### src/rename_cfg.svh
`ifndef RENAME_CFG_SVH
`define RENAME_CFG_SVH

// Architectural data registers named by the instruction word.
`define NUM_A_REG 8

// Physical register files.
`define NUM_D_REG 16
`define NUM_S_REG 4

// Reorder buffer entries, a power of two.
`define ROB_DEPTH 16

`endif

### src/rename_pkg.sv
`include "rename_cfg.svh"

package rename_pkg;

    // Opcode field of the instruction word, bits 7:6.
    typedef enum logic [1:0] {
        OP_NOP  = 2'b00,
        OP_MOV  = 2'b01,
        OP_CMP  = 2'b10,
        OP_NAND = 2'b11
    } opcode_t;

    // Allocation state of one physical register.
    typedef enum logic {
        REG_IDLE = 1'b0,
        REG_BUSY = 1'b1
    } reg_state_t;

    typedef logic [$clog2(`NUM_D_REG)-1:0] d_addr_t;
    typedef logic [$clog2(`NUM_S_REG)-1:0] s_addr_t;
    typedef logic [2:0]                    a_addr_t;

endpackage

### src/rename_ifc.sv
`timescale 1ns/1ps

// Decoded instruction fields.
interface decoder_ifc
    import rename_pkg::*;
();
    logic    valid;
    opcode_t opcode;
    a_addr_t arch_rw;
    logic    use_rw;
    logic    use_rs;

    modport out (output valid, opcode, arch_rw, use_rw, use_rs);
    modport in  (input  valid, opcode, arch_rw, use_rw, use_rs);
endinterface

// Allocated physical registers and the shared stall.
interface free_reg_list_ifc
    import rename_pkg::*;
();
    d_addr_t rw_addr;
    s_addr_t rs_addr;
    logic    stall;

    modport out (output rw_addr, rs_addr, stall);
    modport in  (input  rw_addr, rs_addr, stall);
endinterface

// Committing instruction, previous mappings go back to the free list.
interface reorder_buffer_ifc
    import rename_pkg::*;
();
    logic    valid;
    logic    use_rw;
    logic    use_rs;
    d_addr_t prev_rw_addr;
    s_addr_t prev_rs_addr;

    modport out (output valid, use_rw, use_rs, prev_rw_addr, prev_rs_addr);
    modport in  (input  valid, use_rw, use_rs, prev_rw_addr, prev_rs_addr);
endinterface

### src/instr_decoder.sv
`timescale 1ns/1ps

module instr_decoder
    import rename_pkg::*;
(
    input  logic       instr_valid,
    input  logic [7:0] instr,
    decoder_ifc.out    dec
);

    opcode_t op;

    assign op = opcode_t'(instr[7:6]);

    assign dec.valid   = instr_valid;
    assign dec.opcode  = op;
    assign dec.arch_rw = a_addr_t'(instr[5:3]);

    // Which register classes the instruction writes.
    always_comb begin
        dec.use_rw = 1'b0;
        dec.use_rs = 1'b0;
        case (op)
            OP_MOV: begin
                dec.use_rw = 1'b1;
            end
            OP_CMP: begin
                dec.use_rs = 1'b1;
            end
            OP_NAND: begin
                dec.use_rw = 1'b1;
                dec.use_rs = 1'b1;
            end
            default: begin
                dec.use_rw = 1'b0;
                dec.use_rs = 1'b0;
            end
        endcase
    end

    // Bits 2:0 carry source operands, not renamed here.

endmodule

### src/rename_map.sv
`timescale 1ns/1ps
`include "rename_cfg.svh"

module rename_map
    import rename_pkg::*;
(
    input  logic           clk,
    input  logic           n_rst,
    decoder_ifc.in         dec,
    free_reg_list_ifc.in   frl,
    output d_addr_t        prev_rw_addr,
    output s_addr_t        prev_rs_addr
);

    d_addr_t d_map [`NUM_A_REG];
    s_addr_t s_map;

    logic accept;
    logic rw_mapped;

    assign accept = dec.valid & ~frl.stall;

    assign prev_rw_addr = d_map[dec.arch_rw];
    assign prev_rs_addr = s_map;

    // Is the new data register already named by some entry.
    always_comb begin
        rw_mapped = 1'b0;
        for (int i = 0; i < `NUM_A_REG; i++) begin
            if (d_map[i] == frl.rw_addr) begin
                rw_mapped = 1'b1;
            end
        end
    end

    always_ff @(posedge clk) begin
        if (!n_rst) begin
            for (int i = 0; i < `NUM_A_REG; i++) begin
                d_map[i] <= d_addr_t'(i);
            end
            s_map <= '0;
        end else if (accept) begin
            if (dec.use_rw) begin
                d_map[dec.arch_rw] <= frl.rw_addr;
            end
            if (dec.use_rs) begin
                s_map <= frl.rs_addr;
            end
        end
    end

    // Free list must never hand out a register that is still mapped.
    a_rw_unique: assert property (@(posedge clk) disable iff (!n_rst)
        accept && dec.use_rw |-> !rw_mapped);
    a_rs_unique: assert property (@(posedge clk) disable iff (!n_rst)
        accept && dec.use_rs |-> frl.rs_addr != s_map);

endmodule

### src/free_reg_list.sv
`timescale 1ns/1ps
`include "rename_cfg.svh"

module free_reg_list
    import rename_pkg::*;
(
    input  logic            clk,
    input  logic            n_rst,
    decoder_ifc.in          dec,
    reorder_buffer_ifc.in   commit,
    input  logic            rob_full,
    free_reg_list_ifc.out   frl_out
);

    reg_state_t d_state [`NUM_D_REG];
    reg_state_t s_state [`NUM_S_REG];

    logic    d_found;
    d_addr_t d_lowest;
    logic    s_found;
    s_addr_t s_lowest;

    logic need_rw, need_rs;
    logic checkin_rw, checkin_rs;
    logic checkout_rw, checkout_rs;
    logic rw_available, rs_available;
    logic stall;

    // Lowest idle register of each class.
    always_comb begin
        d_found  = 1'b0;
        d_lowest = '0;
        for (int i = 0; i < `NUM_D_REG; i++) begin
            if (!d_found && d_state[i] == REG_IDLE) begin
                d_found  = 1'b1;
                d_lowest = d_addr_t'(i);
            end
        end
        s_found  = 1'b0;
        s_lowest = '0;
        for (int i = 0; i < `NUM_S_REG; i++) begin
            if (!s_found && s_state[i] == REG_IDLE) begin
                s_found  = 1'b1;
                s_lowest = s_addr_t'(i);
            end
        end
    end

    assign need_rw    = dec.valid & dec.use_rw;
    assign need_rs    = dec.valid & dec.use_rs;
    assign checkin_rw = commit.valid & commit.use_rw;
    assign checkin_rs = commit.valid & commit.use_rs;

    // A committing register is passed straight to the new instruction.
    assign rw_available = checkin_rw | d_found;
    assign rs_available = checkin_rs | s_found;

    assign frl_out.rw_addr = checkin_rw ? commit.prev_rw_addr : d_lowest;
    assign frl_out.rs_addr = checkin_rs ? commit.prev_rs_addr : s_lowest;

    assign stall = (need_rw & ~rw_available) | (need_rs & ~rs_available) |
                   (dec.valid & rob_full & ~commit.valid);
    assign frl_out.stall = stall;

    assign checkout_rw = need_rw & ~stall;
    assign checkout_rs = need_rs & ~stall;

    // Initial architectural mapping starts busy.
    always_ff @(posedge clk) begin
        if (!n_rst) begin
            for (int i = 0; i < `NUM_D_REG; i++) begin
                d_state[i] <= (i < `NUM_A_REG) ? REG_BUSY : REG_IDLE;
            end
            for (int i = 0; i < `NUM_S_REG; i++) begin
                s_state[i] <= (i == 0) ? REG_BUSY : REG_IDLE;
            end
        end else begin
            if (checkin_rw && !checkout_rw) begin
                d_state[commit.prev_rw_addr] <= REG_IDLE;
            end else if (checkout_rw && !checkin_rw) begin
                d_state[d_lowest] <= REG_BUSY;
            end
            if (checkin_rs && !checkout_rs) begin
                s_state[commit.prev_rs_addr] <= REG_IDLE;
            end else if (checkout_rs && !checkin_rs) begin
                s_state[s_lowest] <= REG_BUSY;
            end
        end
    end

    a_checkin_busy: assert property (@(posedge clk) disable iff (!n_rst)
        (checkin_rw |-> d_state[commit.prev_rw_addr] == REG_BUSY) and
        (checkin_rs |-> s_state[commit.prev_rs_addr] == REG_BUSY));
    a_checkout_avail: assert property (@(posedge clk) disable iff (!n_rst)
        (checkout_rw && !checkin_rw |-> d_state[frl_out.rw_addr] == REG_IDLE) and
        (checkout_rs && !checkin_rs |-> s_state[frl_out.rs_addr] == REG_IDLE));

endmodule

### src/reorder_buffer.sv
`timescale 1ns/1ps
`include "rename_cfg.svh"

module reorder_buffer
    import rename_pkg::*;
(
    input  logic            clk,
    input  logic            n_rst,
    decoder_ifc.in          dec,
    free_reg_list_ifc.in    frl,
    input  d_addr_t         prev_rw_addr,
    input  s_addr_t         prev_rs_addr,
    input  logic            retire,
    reorder_buffer_ifc.out  commit,
    output logic            rob_full,
    output d_addr_t         commit_rw_addr,
    output s_addr_t         commit_rs_addr
);

    localparam int PTR_W = $clog2(`ROB_DEPTH);
    localparam logic [PTR_W:0] DEPTH = `ROB_DEPTH;

    typedef struct packed {
        logic    use_rw;
        logic    use_rs;
        d_addr_t rw_addr;
        s_addr_t rs_addr;
        d_addr_t prev_rw_addr;
        s_addr_t prev_rs_addr;
    } rob_entry_t;

    rob_entry_t entries [`ROB_DEPTH];

    logic [PTR_W-1:0] head;
    logic [PTR_W-1:0] tail;
    logic [PTR_W:0]   count;

    logic empty;
    logic push;
    logic pop;

    assign empty    = (count == '0);
    assign rob_full = (count == DEPTH);
    assign push     = dec.valid & ~frl.stall;
    assign pop      = retire & ~empty;

    // Head entry is presented while a retire strobe is seen.
    assign commit.valid        = pop;
    assign commit.use_rw       = entries[head].use_rw;
    assign commit.use_rs       = entries[head].use_rs;
    assign commit.prev_rw_addr = entries[head].prev_rw_addr;
    assign commit.prev_rs_addr = entries[head].prev_rs_addr;
    assign commit_rw_addr      = entries[head].rw_addr;
    assign commit_rs_addr      = entries[head].rs_addr;

    always_ff @(posedge clk) begin
        if (push) begin
            entries[tail] <= '{use_rw:       dec.use_rw,
                               use_rs:       dec.use_rs,
                               rw_addr:      frl.rw_addr,
                               rs_addr:      frl.rs_addr,
                               prev_rw_addr: prev_rw_addr,
                               prev_rs_addr: prev_rs_addr};
        end
    end

    always_ff @(posedge clk) begin
        if (!n_rst) begin
            head  <= '0;
            tail  <= '0;
            count <= '0;
        end else begin
            if (push) tail <= tail + 1'b1;
            if (pop)  head <= head + 1'b1;
            case ({push, pop})
                2'b10:   count <= count + 1'b1;
                2'b01:   count <= count - 1'b1;
                default: count <= count;
            endcase
        end
    end

    a_count_bound: assert property (@(posedge clk) disable iff (!n_rst)
        count <= DEPTH);

endmodule

### src/rename_top.sv
`timescale 1ns/1ps

module rename_top
    import rename_pkg::*;
(
    input  logic       clk,
    input  logic       n_rst,
    input  logic       instr_valid,
    input  logic [7:0] instr,
    input  logic       retire,
    output logic       stall,
    output d_addr_t    rename_rw_addr,
    output s_addr_t    rename_rs_addr,
    output d_addr_t    rename_prev_rw_addr,
    output s_addr_t    rename_prev_rs_addr,
    output logic       commit_valid,
    output d_addr_t    commit_rw_addr,
    output s_addr_t    commit_rs_addr
);

    decoder_ifc        dec_if ();
    free_reg_list_ifc  frl_if ();
    reorder_buffer_ifc rob_if ();

    logic rob_full;

    instr_decoder u_decoder (
        .instr_valid (instr_valid),
        .instr       (instr),
        .dec         (dec_if.out)
    );

    rename_map u_map (
        .clk          (clk),
        .n_rst        (n_rst),
        .dec          (dec_if.in),
        .frl          (frl_if.in),
        .prev_rw_addr (rename_prev_rw_addr),
        .prev_rs_addr (rename_prev_rs_addr)
    );

    free_reg_list u_free_list (
        .clk      (clk),
        .n_rst    (n_rst),
        .dec      (dec_if.in),
        .commit   (rob_if.in),
        .rob_full (rob_full),
        .frl_out  (frl_if.out)
    );

    reorder_buffer u_rob (
        .clk            (clk),
        .n_rst          (n_rst),
        .dec            (dec_if.in),
        .frl            (frl_if.in),
        .prev_rw_addr   (rename_prev_rw_addr),
        .prev_rs_addr   (rename_prev_rs_addr),
        .retire         (retire),
        .commit         (rob_if.out),
        .rob_full       (rob_full),
        .commit_rw_addr (commit_rw_addr),
        .commit_rs_addr (commit_rs_addr)
    );

    assign stall          = frl_if.stall;
    assign rename_rw_addr = frl_if.rw_addr;
    assign rename_rs_addr = frl_if.rs_addr;
    assign commit_valid   = rob_if.valid;

endmodule

### config.mk
export PLATFORM = sky130hd
export DESIGN_NAME = rename_top
export DESIGN_NICKNAME = d
export VERILOG_FILES = /design/src/rename_pkg.sv /design/src/rename_ifc.sv /design/src/instr_decoder.sv /design/src/rename_map.sv /design/src/free_reg_list.sv /design/src/reorder_buffer.sv /design/src/rename_top.sv
export VERILOG_INCLUDE_DIRS = /design/src
export SDC_FILE = /design/constraint.sdc
export NUM_CORES = 1
export LEC_CHECK = 0
export BUFFER_PORTS_ARGS = -buffer_cell sky130_fd_sc_hd__buf_4
export CAP_MARGIN = 10
export CORE_MARGIN = 8
export CORE_UTILIZATION = 40
export CTS_CLUSTER_DIAMETER = 80
export DETAILED_ROUTE_END_ITERATION = 8
export SYNTH_ARGS = -nofsm -noshare
export SYNTH_HDL_FRONTEND = slang
export SYNTH_HIERARCHICAL = 1
export SYNTH_SLANG_ARGS = --single-unit
### constraint.sdc
create_clock -name clk -period 11.15 [get_ports clk]
set_input_delay 1.6725 -clock clk [delete_from_list [all_inputs] [get_ports clk]]
set_output_delay 1.6725 -clock clk [all_outputs]
set_load 0.05 [all_outputs]
==> results by group <==
Die
  • Std-Cell Rows: 65
  • Die footprint: 0.0375 mm^2
  • CORE AREA: 0.0313 mm^2
  • # IOs: 32
  • Initial core utilization: 0.404
  • Die Y: 194 um
  • Chip Width: 194 um

Critical path
  • Slowest cell on crit path: buf_4
  • CP max stage delay: 0.69 ns
  • Critical-path cell list: buf_4 > mux4_1 > mux4_2 > and2_1 > o21ai_1 > buf_4 > buf_4
  • Required @ worst endpoint: 9.48 ns
  • Critical path endpoint category: output pin
  • Crit path max fanout: 40
  • CP Data Arrival Time: 3.97 ns
  • Crit-path most repeated cell: buf_4
  • Critical path type: register to output pin
  • Worst setup SP type: register

Clock network
  • Worst-skew pair later-pin latency: 0.56 ns
  • Cts repair resizes: 0
  • Clock root cell: clkbuf_16
  • CTS Sinks: 295
  • Post-CTS Hold Buffers: 0
  • Num CTS Buffers: 30
  • TritonCTS clock tree: built
  • Bufs on Longest Clock Path: 3
  • Post-CTS Setup Inserts: 0
  • H-tree Lvls: 1
  • Clk slew on worst S/H paths: 0.06 ns

Power and ir drop
  • Leak Pwr: 4.48 nW
  • Internal power: 2.09 mW
  • Seq pwr share: 0.455
  • P per Cell Area: 204 mW/mm^2
  • VDD IR-drop max: 0.130 mV
  • Clk network pwr share: 0.333
  • Net Sw Power: 0.814 mW
  • Combinational share of power: 0.212
  • Switching Fraction: 0.280
  • Overall power: 2.91 mW

Yosys
  • Synthesized Nets: 766
  • Yosys Warn Count: 6
  • Syn Std Cell Area: 0.0126 mm^2
  • Avg Cell Area, Syn: 16.9 um^2
  • Cells after Synth: 747

Global routing
  • Pin count of the biggest net entering global routing: 61
  • Number of global-route vias before repair: 6903
  • Total grt overflow: 0
  • GRT Util Overall: 0.142
  • Initial antenna violation count: 1
  • First-pass GRT wire length: 41800 um

Cells and area
  • Synth-to-Final Area Change: 12.5%
  • Share of layout cells above drive strength 1: 0.211
  • Most common cell after layout, fill and taps aside: edfxtp_1
  • Core Util, Final: 0.454
  • N_diodes: 0
  • # nets final: 799
  • Most frequent cells in the layout: edfxtp_1, nand2_1, mux4_2, buf_4, nor2_1

Detailed routing
  • DRC: 0
  • Drt first pass iters: 5
  • Post-DR wirelength/cell: 22.3 um
  • Vias: 6786
  • Remaining antenna violation count: 0
  • DRT Wirelength: 26900 um
  • Post-DR vias/cell: 5.64
  • 1st-iter DRT viols: 586

Timing
  • # setup viols final: 0
  • Clock skew: 0.0167 ns
  • Slew Limit Fails: 0
  • Fmax: 0.177 GHz
  • Slew margin rel.: 0.181
  • Worst slew pin tran: 1.23 ns
  • Final hold violation count: 0
  • Post-layout min period: 5.64 ns
  • RSZ-0062 raised after global routing: false
  • Setup TNS: 0 ns
  • Final worst-path cycle share: 0.506

Outcome
  • Status: finished clean

Placed design
  • Port buffer count: 28
  • Hpwl dp: 15900 um
  • GPL Wtd Cong: 0.822

Run
  • Max Cap Viol: 0

Hold path
  • Hold Path Class: register to register
==> per-layer routing <==
metal  routed length (um)  vias to the layer above  global-route usage
met1                12200                     3480               0.193
met4                  498                        2              0.0368
met3                 1270                       36              0.0207
li1                     -                     3091                   -
met2                13000                      177               0.237
met5                   10                        -                   0
==> path summary, 6_finish.rpt <==
| check | start | to | slack (ns) | cells after the start |
|---|---|---|---|---|
| worst min register to register | u_rob/count[3]$_SDFFE_PN0P_ | u_rob/count[3]$_SDFFE_PN0P_ | 0.50 | 2 |
| worst max register to register | register | u_rob/count[4]$_SDFFE_PN0P_ | 6.32 | 14 |
| worst max-delay path | register | rename_rw_addr[2] | 5.51 | 7 |
| worst min-delay path | u_rob/count[3]$_SDFFE_PN0P_ | u_rob/count[3]$_SDFFE_PN0P_ | 0.50 | 2 |
==> power groups by stage <==
stage	Combinational [mW]	Sequential, mW	Clock, mW
6_report	0.615	1.32	0.968
5_1_grt	0.664	1.33	1.03
4_1_cts	0.625	1.32	0.987
3_5_place_dp	0.624	1.35	0
3_3_place_gp	0.619	1.35	0
2_1_floorplan	0.500	1.32	0
==> metrics by stage <==
step	instance area, um^2	worst slack (ns)	instances	hold slack [ns]
floorplan	12600	5.26	747	0.455
global placement	13200	5.60	1149	0.476
detailed placement	13200	5.64	1149	0.488
CTS	14200	5.39	1203	0.495
global route	14200	5.24	1204	0.529
finish	14200	5.51	1204	0.495
==> sequential cells by signal (all words and copies together) (netlist names), named ones only <==
register / cells
u_rob/tail: 4
u_map/prev_rs_addr: 2
u_map/d_map: 32
u_rob/entries: 224
u_rob/head: 4
u_free_list/s_state: 4
u_rob/count: 5
u_free_list/d_state: 16
==> critical path: cells and delay by family (launching register included) <==
kind | cells | cell delay [ns]
AO/OA/AOI/OAI | 1 | 0.18
buffers and inverters | 3 | 1.22
flip-flops | 1 | 0.56
multiplexers | 2 | 1.14
AND/OR/NAND/NOR | 1 | 0.29
==> final cells by class <==
class | count | area (um^2)
Tap cell | 402 | 503
Clock inverter | 14 | 148
Inverter | 10 | 37.5
Clock buffer | 40 | 808
Multi-Input combinational cell | 396 | 3780
Sequential cell | 295 | 8570
Timing Repair Buffer | 47 | 360
Fill cell | 2672 | 17100
No activity file was read; power rests on OpenSTA's default activity.
